**src/miner_settings.svh**
```systemverilog
`ifndef MINER_SETTINGS_SVH
`define MINER_SETTINGS_SVH

// compression rounds per block.
`define SHA_ROUNDS 64

// block header width in bits.
`define HEADER_BITS 640

// initial hash words.
`define SHA_H0 32'h6a09e667
`define SHA_H1 32'hbb67ae85
`define SHA_H2 32'h3c6ef372
`define SHA_H3 32'ha54ff53a
`define SHA_H4 32'h510e527f
`define SHA_H5 32'h9b05688c
`define SHA_H6 32'h1f83d9ab
`define SHA_H7 32'h5be0cd19

`endif

```
**src/minerPkg.sv**
```systemverilog
`include "miner_settings.svh"

package minerPkg;

	typedef struct packed {
		logic [31:0] a; // top bits.
		logic [31:0] b;
		logic [31:0] c;
		logic [31:0] d;
		logic [31:0] e;
		logic [31:0] f;
		logic [31:0] g;
		logic [31:0] h;
	} hashState;

	// loaded raw, read back by the schedule as words.
	typedef union packed {
		logic [511:0] raw;
		logic [15:0][31:0] words; // words[15] is the first word.
	} shaBlock;

	typedef struct packed {
		logic [`HEADER_BITS-1:0] header; // byte 0 in the top bits.
		logic [31:0] firstNonce;
		logic [31:0] lastNonce;
		logic [255:0] target; // compared against the reversed digest.
	} minerJob;

	typedef struct packed {
		logic busy;
		logic done;
		logic found;
		logic [31:0] nonce; // numeric value.
		logic [255:0] hash; // SHA byte order.
	} minerStatus;

endpackage

```
**src/sha256RoundRom.sv**
```systemverilog
`timescale 1ns/1ps
`include "miner_settings.svh"

module sha256RoundRom (
	input  logic [$clog2(`SHA_ROUNDS)-1:0] index,
	output logic [31:0] constant
);

	always_comb begin
		case (index)
			6'd0: constant = 32'h428a2f98;
			6'd1: constant = 32'h71374491;
			6'd2: constant = 32'hb5c0fbcf;
			6'd3: constant = 32'he9b5dba5;
			6'd4: constant = 32'h3956c25b;
			6'd5: constant = 32'h59f111f1;
			6'd6: constant = 32'h923f82a4;
			6'd7: constant = 32'hab1c5ed5;
			6'd8: constant = 32'hd807aa98;
			6'd9: constant = 32'h12835b01;
			6'd10: constant = 32'h243185be;
			6'd11: constant = 32'h550c7dc3;
			6'd12: constant = 32'h72be5d74;
			6'd13: constant = 32'h80deb1fe;
			6'd14: constant = 32'h9bdc06a7;
			6'd15: constant = 32'hc19bf174;
			6'd16: constant = 32'he49b69c1;
			6'd17: constant = 32'hefbe4786;
			6'd18: constant = 32'h0fc19dc6;
			6'd19: constant = 32'h240ca1cc;
			6'd20: constant = 32'h2de92c6f;
			6'd21: constant = 32'h4a7484aa;
			6'd22: constant = 32'h5cb0a9dc;
			6'd23: constant = 32'h76f988da;
			6'd24: constant = 32'h983e5152;
			6'd25: constant = 32'ha831c66d;
			6'd26: constant = 32'hb00327c8;
			6'd27: constant = 32'hbf597fc7;
			6'd28: constant = 32'hc6e00bf3;
			6'd29: constant = 32'hd5a79147;
			6'd30: constant = 32'h06ca6351;
			6'd31: constant = 32'h14292967;
			6'd32: constant = 32'h27b70a85;
			6'd33: constant = 32'h2e1b2138;
			6'd34: constant = 32'h4d2c6dfc;
			6'd35: constant = 32'h53380d13;
			6'd36: constant = 32'h650a7354;
			6'd37: constant = 32'h766a0abb;
			6'd38: constant = 32'h81c2c92e;
			6'd39: constant = 32'h92722c85;
			6'd40: constant = 32'ha2bfe8a1;
			6'd41: constant = 32'ha81a664b;
			6'd42: constant = 32'hc24b8b70;
			6'd43: constant = 32'hc76c51a3;
			6'd44: constant = 32'hd192e819;
			6'd45: constant = 32'hd6990624;
			6'd46: constant = 32'hf40e3585;
			6'd47: constant = 32'h106aa070;
			6'd48: constant = 32'h19a4c116;
			6'd49: constant = 32'h1e376c08;
			6'd50: constant = 32'h2748774c;
			6'd51: constant = 32'h34b0bcb5;
			6'd52: constant = 32'h391c0cb3;
			6'd53: constant = 32'h4ed8aa4a;
			6'd54: constant = 32'h5b9cca4f;
			6'd55: constant = 32'h682e6ff3;
			6'd56: constant = 32'h748f82ee;
			6'd57: constant = 32'h78a5636f;
			6'd58: constant = 32'h84c87814;
			6'd59: constant = 32'h8cc70208;
			6'd60: constant = 32'h90befffa;
			6'd61: constant = 32'ha4506ceb;
			6'd62: constant = 32'hbef9a3f7;
			6'd63: constant = 32'hc67178f2;
		endcase
	end

endmodule

```
**src/sha256Core.sv**
```systemverilog
`timescale 1ns/1ps
`include "miner_settings.svh"

module sha256Core import minerPkg::*; (
	input  logic clock,
	input  logic reset,
	input  logic load,
	input  shaBlock block,
	input  hashState seed,
	output hashState digest,
	output logic digestValid
);

	localparam int IndexBits = $clog2(`SHA_ROUNDS);
	localparam int CountBits = IndexBits + 1;

	logic running;
	logic [CountBits-1:0] round; // rounds done so far.
	logic lastRound;
	hashState seedReg;
	hashState work;
	hashState nextWork;
	logic [15:0][31:0] window; // window[15] is W[t].
	logic [31:0] newWord;
	logic [31:0] roundConst;
	logic [31:0] temp1;
	logic [31:0] temp2;

	function automatic logic [31:0] rotr(input logic [31:0] x, input int amount);
		return (x >> amount) | (x << (32 - amount));
	endfunction

	function automatic logic [31:0] bigSigma0(input logic [31:0] x);
		return rotr(x, 2) ^ rotr(x, 13) ^ rotr(x, 22);
	endfunction

	function automatic logic [31:0] bigSigma1(input logic [31:0] x);
		return rotr(x, 6) ^ rotr(x, 11) ^ rotr(x, 25);
	endfunction

	function automatic logic [31:0] smallSigma0(input logic [31:0] x);
		return rotr(x, 7) ^ rotr(x, 18) ^ (x >> 3);
	endfunction

	function automatic logic [31:0] smallSigma1(input logic [31:0] x);
		return rotr(x, 17) ^ rotr(x, 19) ^ (x >> 10);
	endfunction

	function automatic hashState addState(input hashState x, input hashState y);
		hashState sum;
		sum.a = x.a + y.a;
		sum.b = x.b + y.b;
		sum.c = x.c + y.c;
		sum.d = x.d + y.d;
		sum.e = x.e + y.e;
		sum.f = x.f + y.f;
		sum.g = x.g + y.g;
		sum.h = x.h + y.h;
		return sum;
	endfunction

	sha256RoundRom roundRom (
		.index(round[IndexBits-1:0]),
		.constant(roundConst)
	);

	assign lastRound = (round == CountBits'(`SHA_ROUNDS));

	// W[t+16] from W[t+14], W[t+9], W[t+1] and W[t].
	assign newWord = smallSigma1(window[1]) + window[6] + smallSigma0(window[14]) + window[15];

	always_comb begin
		temp1 = work.h + bigSigma1(work.e) + ((work.e & work.f) ^ (~work.e & work.g))
			+ roundConst + window[15];
		temp2 = bigSigma0(work.a) + ((work.a & work.b) ^ (work.a & work.c) ^ (work.b & work.c));
		nextWork.a = temp1 + temp2;
		nextWork.b = work.a;
		nextWork.c = work.b;
		nextWork.d = work.c;
		nextWork.e = work.d + temp1;
		nextWork.f = work.e;
		nextWork.g = work.f;
		nextWork.h = work.g;
	end

	always_ff @(posedge clock or posedge reset) begin
		if (reset) begin
			running <= 1'b0;
			round <= '0;
			digestValid <= 1'b0;
		end else begin
			digestValid <= 1'b0;
			if (load) begin
				running <= 1'b1;
				round <= '0;
			end else if (running) begin
				if (lastRound) begin
					running <= 1'b0;
					digestValid <= 1'b1; // one cycle after the chaining add.
				end else begin
					round <= round + 1'b1;
				end
			end
		end
	end

	always_ff @(posedge clock) begin
		if (load) begin
			seedReg <= seed;
			work <= seed;
			window <= block.words;
		end else if (running) begin
			if (lastRound) begin
				digest <= addState(seedReg, work);
			end else begin
				work <= nextWork;
				window <= {window[14:0], newWord}; // shift in the next schedule word.
			end
		end
	end

endmodule

```
**src/minerControl.sv**
```systemverilog
`timescale 1ns/1ps
`include "miner_settings.svh"

module minerControl import minerPkg::*; (
	input  logic clock,
	input  logic reset,
	input  logic start,
	input  minerJob job,
	output minerStatus status
);

	localparam logic [1:0] phaseIdle = 2'd0;
	localparam logic [1:0] phaseMid = 2'd1;
	localparam logic [1:0] phaseSecond = 2'd2;
	localparam logic [1:0] phaseFinal = 2'd3;
	localparam hashState initHash = {`SHA_H0, `SHA_H1, `SHA_H2, `SHA_H3,
		`SHA_H4, `SHA_H5, `SHA_H6, `SHA_H7};

	minerJob jobReg;
	hashState midstate;
	logic [1:0] phase; // pass now in the core.
	logic [1:0] loadPhase; // pass issued this cycle.
	logic kickoff;
	logic accept;
	logic [31:0] nonceCnt;
	logic [31:0] nonceNext;
	logic [31:0] nonceSwapped;
	logic coreLoad;
	shaBlock coreBlock;
	hashState coreSeed;
	hashState coreDigest;
	logic digestValid;
	logic [255:0] reversed;
	logic hit;
	logic atLast;
	logic finish;
	logic busy;
	logic done;
	logic found;
	logic [31:0] resultNonce;
	logic [255:0] resultHash;

	assign accept = start & ~busy;

	assign reversed = {<<8{coreDigest}}; // little-endian view of the digest.
	assign hit = (reversed < jobReg.target);
	assign atLast = (nonceCnt == jobReg.lastNonce);
	assign finish = digestValid & (phase == phaseFinal) & (hit | atLast);

	assign nonceNext = (phase == phaseFinal) ? nonceCnt + 32'd1 : nonceCnt;
	assign nonceSwapped = {<<8{nonceNext}}; // header holds it little-endian.

	always_comb begin
		loadPhase = phaseIdle;
		if (kickoff) begin
			loadPhase = phaseMid;
		end else if (digestValid && !finish) begin
			case (phase)
				phaseMid: loadPhase = phaseSecond;
				phaseSecond: loadPhase = phaseFinal;
				phaseFinal: loadPhase = phaseSecond; // next nonce.
				default: loadPhase = phaseIdle;
			endcase
		end
	end

	assign coreLoad = (loadPhase != phaseIdle);

	always_comb begin
		case (loadPhase)
			phaseSecond: coreBlock.raw = {jobReg.header[`HEADER_BITS-513:32], nonceSwapped,
				1'b1, 319'b0, 64'(`HEADER_BITS)};
			phaseFinal: coreBlock.raw = {coreDigest, 1'b1, 191'b0, 64'd256};
			default: coreBlock.raw = jobReg.header[`HEADER_BITS-1 -: 512];
		endcase
	end

	always_comb begin
		case (loadPhase)
			phaseSecond: coreSeed = (phase == phaseMid) ? coreDigest : midstate;
			default: coreSeed = initHash;
		endcase
	end

	sha256Core shaCore (
		.clock(clock),
		.reset(reset),
		.load(coreLoad),
		.block(coreBlock),
		.seed(coreSeed),
		.digest(coreDigest),
		.digestValid(digestValid)
	);

	always_ff @(posedge clock or posedge reset) begin
		if (reset) begin
			phase <= phaseIdle;
			kickoff <= 1'b0;
			nonceCnt <= '0;
			busy <= 1'b0;
			done <= 1'b0;
			found <= 1'b0;
		end else begin
			kickoff <= accept;
			if (accept) begin
				nonceCnt <= job.firstNonce;
				busy <= 1'b1;
				done <= 1'b0;
				found <= 1'b0;
			end
			if (coreLoad) begin
				phase <= loadPhase;
			end else if (finish) begin
				phase <= phaseIdle;
				busy <= 1'b0;
				done <= 1'b1;
				found <= hit;
			end
			if (loadPhase == phaseSecond) begin
				nonceCnt <= nonceNext;
			end
		end
	end

	always_ff @(posedge clock) begin
		if (accept) begin
			jobReg <= job;
		end
		if (digestValid && phase == phaseMid) begin
			midstate <= coreDigest; // reused for every nonce.
		end
		if (finish) begin
			resultNonce <= nonceCnt;
			resultHash <= coreDigest;
		end
	end

	assign status = {busy, done, found, resultNonce, resultHash};

endmodule

```
**src/minerTop.sv**
```systemverilog
`timescale 1ns/1ps

module minerTop import minerPkg::*; (
	input  logic clock,
	input  logic reset,
	input  logic start,
	input  minerJob job,
	output minerStatus status
);

	minerJob jobWire;
	minerStatus statusWire;

	assign jobWire = job;
	assign status = statusWire;

	minerControl control (
		.clock(clock),
		.reset(reset),
		.start(start),
		.job(jobWire),
		.status(statusWire)
	);

endmodule

```
**config.mk**
```make
export PLATFORM = sky130hd
export DESIGN_NAME = minerTop
export DESIGN_NICKNAME = d
export VERILOG_FILES = /design/src/minerPkg.sv /design/src/sha256RoundRom.sv /design/src/sha256Core.sv /design/src/minerControl.sv /design/src/minerTop.sv
export VERILOG_INCLUDE_DIRS = /design/src
export SDC_FILE = /design/constraint.sdc
export NUM_CORES = 2
export LEC_CHECK = 0
export ABC_AREA = 1
export BUFFER_PORTS_ARGS = -buffer_cell sky130_fd_sc_hd__buf_2
export CAP_MARGIN = 20
export CORE_MARGIN = 5
export CORE_UTILIZATION = 54
export CTS_CLUSTER_DIAMETER = 120
export DETAILED_ROUTE_END_ITERATION = 10
export PLACE_DENSITY_LB_ADDON = 0.08
export SLEW_MARGIN = 20
export SYNTH_ARGS = -nofsm -noshare
export SYNTH_HDL_FRONTEND = slang
export SYNTH_SLANG_ARGS = --single-unit
```
**constraint.sdc**
```tcl
create_clock -name clock -period 25.7 [get_ports clock]
set_input_delay 5.14 -clock clock [delete_from_list [all_inputs] [get_ports clock]]
set_output_delay 5.14 -clock clock [all_outputs]
set_load 0.02 [all_outputs]
```
==> After elaboration in Yosys (flattened, before gate mapping) <==
Memory sizes are Yosys's and may differ from the RTL's.
Index checks and enable logic that the tools add are counted.
Widths: inputs -> output; s select.
{ "classes": {"n_addsub": 20, "order_cmp": 1, "eq_ne": 8, "muxes": 35, "bitwise": 33, "n_reduce_logical": 10} }
{ "op_table": {"columns": ["op", "count"], "rows": [
  ["$mux 512", 3],
  ["$mux 256", 5],
  ["$pmux 512 s2", 1],
  ["$add 32x32->32", 18],
  ["$xor 32x32->32", 9],
  ["$lt 256x256->1", 1],
  ["$and 32x32->32", 5],
  ["$mux 32", 3],
  ["$add 32x1->32 const B", 1],
  ["$eq 32x32->1", 1],
  ["$not 32->32", 1],
  ["$or 10x32->32", 1],
  ["$or 13x32->32", 1],
  ["$or 14x32->32", 1],
  ["$or 15x32->32", 1],
  ["$or 19x32->32", 1],
  ["$or 21x32->32", 1],
  ["$or 25x32->32", 1],
  ["$or 26x32->32", 1],
  ["$or 30x32->32", 1],
  ["$or 7x32->32", 1],
  ["$xor 32x22->32", 1],
  ["$xor 32x29->32", 1],
  ["$mux 7", 3],
  ["17 further kinds", 44]
]} }
{ "totals": {"register_bits": 2799, "rom_bits": 2048, "input_bits": 963, "out_inout_bits": 291, "n_memories": 1} }
{ "memory_table": {"columns": ["memory", "words", "word_bits", "read_ports", "rd_clocked_by_memory_dff", "write_ports", "line_no", "source"], "rows": [
  ["(name not given)", 64, 32, 1, 0, 0, "sha256RoundRom.sv:10", "case (index)"]
]} }

==> Logic depth before layout (Yosys ltp) <==
{ "logic_depth": {"depth_word": 11, "ltp_mapped": 40, "ltp_nobuf": 39} }

==> By module <==
A second synthesis with hierarchy kept.
{ "hier_totals": {"cells_unflattened": 14307, "hier_area_um2": 143213.6} }
{ "by_module_without_submodules": {"columns": ["module", "instances", "cells_each", "area_each_um2"], "rows": [
  ["sha256Core", 1, 8354, 77421.8],
  ["minerControl", 1, 5328, 62937.9],
  ["sha256RoundRom", 1, 625, 2854.0]
]} }

==> Worst setup path after synthesis <==
Ideal clock, no wire load.
{ "synth_path": {"kind": "input to register", "from": "input start", "to": "register control.kickoff", "t_arrival_ps": 29568, "slack_ps": -6639, "path_stages": 3, "cell_sequence": "inv_1 > nor2_1 > clkbuf_1"} }
{ "synth_between": {"elab_chain_cells": 1} }
{ "synth_lines": {"columns": ["item", "line_no", "source"], "rows": [
  ["start: declaration", "minerTop.sv:6", "input logic start,"],
  ["$and 1x1->1", "minerControl.sv:43", "assign accept = start & ~busy;"],
  ["via control.accept", "minerControl.sv:24", "logic accept;"],
  ["end signal: assignment", "minerControl.sv:104", "kickoff <= accept;"],
  ["end: declaration", "minerControl.sv:23", "logic kickoff;"]
]} }
The timed path passes the listed nets, and every way through them passes these cells.
A chain may end at the register's enable or synchronous reset.

==> Worst setup path in the final report <==
{ "layout_path": {"from": "input start", "to": "register control.jobReg[438] in the netlist's numbering, enable pin"} }
{ "layout_between": {"elab_chain_cells": 1} }
{ "layout_lines": {"columns": ["item", "line_no", "source"], "rows": [
  ["$and 1x1->1", "minerControl.sv:43", null],
  ["end signal: assignment", "minerControl.sv:127", "jobReg <= job;"],
  ["end: declaration", "minerControl.sv:19", "minerJob jobReg;"]
]} }
Every way passes these cells.

==> results.md <==
- The flow ran to the end, and the final reports show no timing, DRC or antenna violations.
- The top cell types in the final layout, fill and taps aside, are edfxtp_1 (2720), nand2_1 (1969), inv_1 (1330).
- At the placement stage, the worst setup path has a slack of 14220 ps.
- On the final layout, the worst hold slack is around 500 ps.
- Compared with the post-synthesis result, the final layout area differs by 14.0%.
- Setup repair after global routing left no endpoint under its margin.
- STA puts the critical path data required time at 26240 ps.
- Across the run, the number of max-cap violations was 0.
- The critical path start-end classification is in -> reg.
- The post-cts hold buffer count is 0.
- During synthesis, Yosys emitted a total of 0 warnings.
- The total half-perimeter wirelength after legalization and detailed placement is between 300000 and 400000 um.
- The count of endpoints failing hold in the final timing report is 0.
- The TritonCTS sink count is roughly 2800.
- The total die area is ~260000 um^2.
- The clock-pin slew of the registers on the worst-case setup and hold paths is approximately 60 ps.
- The launching instance or port of the critical path is start.
- The post-layout net count is 14970.
- Summed over all failing endpoints, the final setup total negative slack is 0 ps.
- The library cell appearing most often on the critical path is buf_4.
- The number of global-route vias before repair is a little under 100k.
- The number of different library cells used by synthesis comes to between 60 and 70.
- After layout, the worst setup slack is 15060 ps.
- Leaving out filler cells and counting taps, the final layout contains between 15000 and 20000.
- Counting flops and latches in the post-synthesis netlist gives about 2800.
- The floorplan die width is roughly 510 um.
- The standard-cell row count is 184.
- Global routing consumed, on the met2 layer, 55.3% of the routing resources.
- The final count of pins violating max slew is 0.
- Counting flops with an async set or reset pin after synthesis yields a share of around 1.7%.
- The final routed wire length divided by cell count is just under 30 um.
- Setup violations remaining at the end of the flow were counted as 0.
- Averaged over all synthesized cells, the footprint is about 11 um^2.
- For this run, global-route usage on met1 was measured as between 50% and 60%.
- The routability congestion estimate is just under 1.
- The fraction of final layout cells sized beyond drive strength 1 is between 10% and 20%.
- In this run the vertical extent of the chip is about 510 um.
- The highest net fanout along the worst path is 76.
- The post-CTS setup-driven buffer insertion count is 0.
- Pin placement for this block handled 1254 I/O pins.
- The smallest clock period supported by the final layout is computed as about 11000 ps.
- STA classifies the critical path startpoint as an input port.
- In this run the critical register-to-register path is captured at control.shaCore.nextWork[223].
- The area taken by flip-flops and latches is slightly above 80000 um^2.
- The synthesized area is approximately 140000 um^2.
- For this run, the leading register cell type out of synthesis is edfxtp_1.
- The first global-routing pass estimated 683000 um of wire.
- The busiest layer in global routing is met2.
- The worst setup path is captured at a flip-flop.
- The critical path's slowest cell is buf_4.
- The fraction of met3 tracks used by global routing is 6.99%.
- The maximum number of pins on one net before global-route repair is 187.
- The total grt overflow is 0.
- The worst pin sits at a relative slew slack of 15.8%.
- In this run the critical register-to-register path is launched from control.shaCore.round[1].
- The final critical path takes up 41.4% of the cycle.
- Traced cell by cell, the critical path runs through buf_2, inv_1, nor2_4, buf_4, buf_4, buf_4, buf_4, buf_4, buf_4.
- In this run the worst setup path terminates at control.jobReg[438].
- The wire length reported by the detailed router is 486000 um.
- Derived from the worst setup path, the maximum achievable clock frequency is roughly 94 MHz.
- Counting the buffers created by CTS gives 310.
- The detailed-route via count is 99964.
- The commonest non-fill, non-tap cell in the layout is edfxtp_1.
- The number of placed instances, taps included is 16192.
- The first detailed-routing pass took 6 iterations.
- Sequential elements use 60.5% of the synthesized area.
- The core outline area is ~250000 um^2.
- The post-synthesis instance total is 11959.
- At the pin with the least slew margin, the transition time is 1260 ps.
- The final antenna-violating net count is 0.
- The worst reg2reg path depth is 36.
- The H-tree was split into 5 levels.
- For this configuration, the core starts out at a cell density of between 50% and 60%.
- The number of vias per cell after detailed routing is around 6.0.
- The TritonCTS clock tree is done.
- The maximum clock path buffer count is 4.
- The register-to-register setup slack is between 15000 and 20000 ps.
- The number of filler cells placed in the layout is approximately 20000.
- For this run, the total global-route usage over all layers was measured as between 30% and 40%.
- The post-route DRC violation count is 0.
- The number of gates resized after CTS was 0.
- The number of antenna violations at the first check in global routing is 61.
- Counting instances, the worst hold path has a depth of 2.
- For the final database, setup skew stands at roughly 90 ps.
- In this design, the stage delay of the slowest critical-path cell is between 800 and 900 ps.
- The count of input and output buffers is approximately 1200.
- The number of nets in the synthesized netlist is ~14000.
- The multi-input combinational cells in the finished layout cover a total of roughly 47000 um^2.
- The number of synthesized flops with an enable pin is roughly 2700.
- The detailed router's first-iteration violation count is approximately 14000.
- The arrival time of the worst setup path is around 11000 ps.
- The root buffer cell chosen for the clock tree is clkbuf_16.
- The min-delay analysis places its worst path in the category reg -> reg.
- The clock insertion delay at the later pin of the skew report is between 900 and 1000 ps.
## state kept, by name, indices dropped and copies added, names as in the netlist, 2 cells and up
| signal | flops |
|---|---|
| control.nonceCnt | 32 |
| control.shaCore.seedReg | 256 |
| control.shaCore.round | 7 |
| control.shaCore.work | 64 |
| control.shaCore.nextWork | 192 |
| control.shaCore.window | 512 |
| control.phase | 2 |
| control.shaCore.digest | 256 |
| control.jobReg | 896 |
| control.resultNonce | 32 |
| control.midstate | 256 |
| control.resultHash | 256 |
## per-stage QoR
| stage | util (%) | cell area, um^2 |
|---|---|---|
| finish | 62.0 | 156000 |
| global route | 62.0 | 156000 |
| CTS | 62.0 | 156000 |
| detailed placement | 58.1 | 146000 |
| global placement | 58.1 | 146000 |
| floorplan | - | 137000 |
## layer usage
metal | vias up | wire (um)
met5 | - | 48
met4 | 8 | 22100
met3 | 866 | 49000
met2 | 5721 | 219000
met1 | 49267 | 195000
li1 | 44102 | -
## cell type report
| cell class | count | share of cell area (%) |
|---|---|---|
| Antenna cell | 39 | 0.0625 |
| Clock buffer | 362 | 5.11 |
| Clock inverter | 177 | 1.12 |
| Inverter | 1353 | 3.28 |
| Multi-Input combinational cell | 7404 | 30.2 |
| Sequential cell | 2767 | 53.1 |
| Tap cell | 3348 | 2.68 |
| Timing Repair Buffer | 1321 | 4.47 |
## worst min path at each step
stage                                start                          end  slack (ps)
4_1_cts        control.shaCore.window[232]  control.shaCore.window[264]         500
5_1_grt        control.shaCore.window[283]  control.shaCore.window[315]         540
3_3_place_gp                  control.done                 control.done         490
2_1_floorplan         control.nonceCnt[19]      control.resultNonce[19]         420
3_5_place_dp                  control.done                 control.done         490
6_report       control.shaCore.window[232]  control.shaCore.window[264]         500
## cell usage after synthesis, types with 13 or more instances
cell type | count | share of area, %
a211oi_1 | 14 | 0.077
a21boi_0 | 48 | 0.26
a21o_1 | 23 | 0.13
a21oi_1 | 824 | 3.0
a221oi_1 | 42 | 0.27
a31oi_1 | 60 | 0.27
buf_2 | 111 | 0.41
buf_4 | 27 | 0.15
clkbuf_1 | 278 | 0.76
dfrtp_1 | 47 | 0.86
edfxtp_1 | 2720 | 60
fa_1 | 195 | 2.9
ha_1 | 655 | 6.0
inv_1 | 1337 | 3.7
maj3_1 | 22 | 0.16
mux2i_1 | 255 | 1.9
nand2_1 | 1970 | 5.4
nand3_1 | 304 | 1.1
nand4_1 | 177 | 0.81
nor2_1 | 650 | 1.8
nor3_1 | 84 | 0.31
nor4_1 | 23 | 0.11
o211ai_1 | 26 | 0.14
o21a_1 | 36 | 0.20
o21ai_0 | 823 | 3.0
o21ai_1 | 143 | 0.52
o21bai_1 | 40 | 0.22
o221ai_1 | 13 | 0.083
o22ai_1 | 82 | 0.37
or2_1 | 28 | 0.13
or2_2 | 111 | 0.51
xnor2_1 | 273 | 1.7
xor2_1 | 405 | 2.6
## worst max-delay path, delay by kind of cell
family / cells / cell delay [ps]
buffers and inverters: 8 / 4850
and+or+nand+nor: 1 / 750
## logic make-up (layout without fill, tap and decap cells)
family | count (synthesis) | after routing | synth area share, %
adders and majority gates | 872 | 872 | 9.00
AOI/OAI and AO/OA | 2209 | 2209 | 8.79
buffers and inverters | 1788 | 3213 | 5.11
muxes | 262 | 262 | 1.92
xor gates and xnor gates | 678 | 678 | 4.34
other | 0 | 39 | 0
DFF | 2767 | 2767 | 60.5
and+or+nand+nor | 3383 | 3383 | 10.4
Power is not shown: default switching activity piles up to over one toggle a cycle in this logic, so the estimate is an artifact.
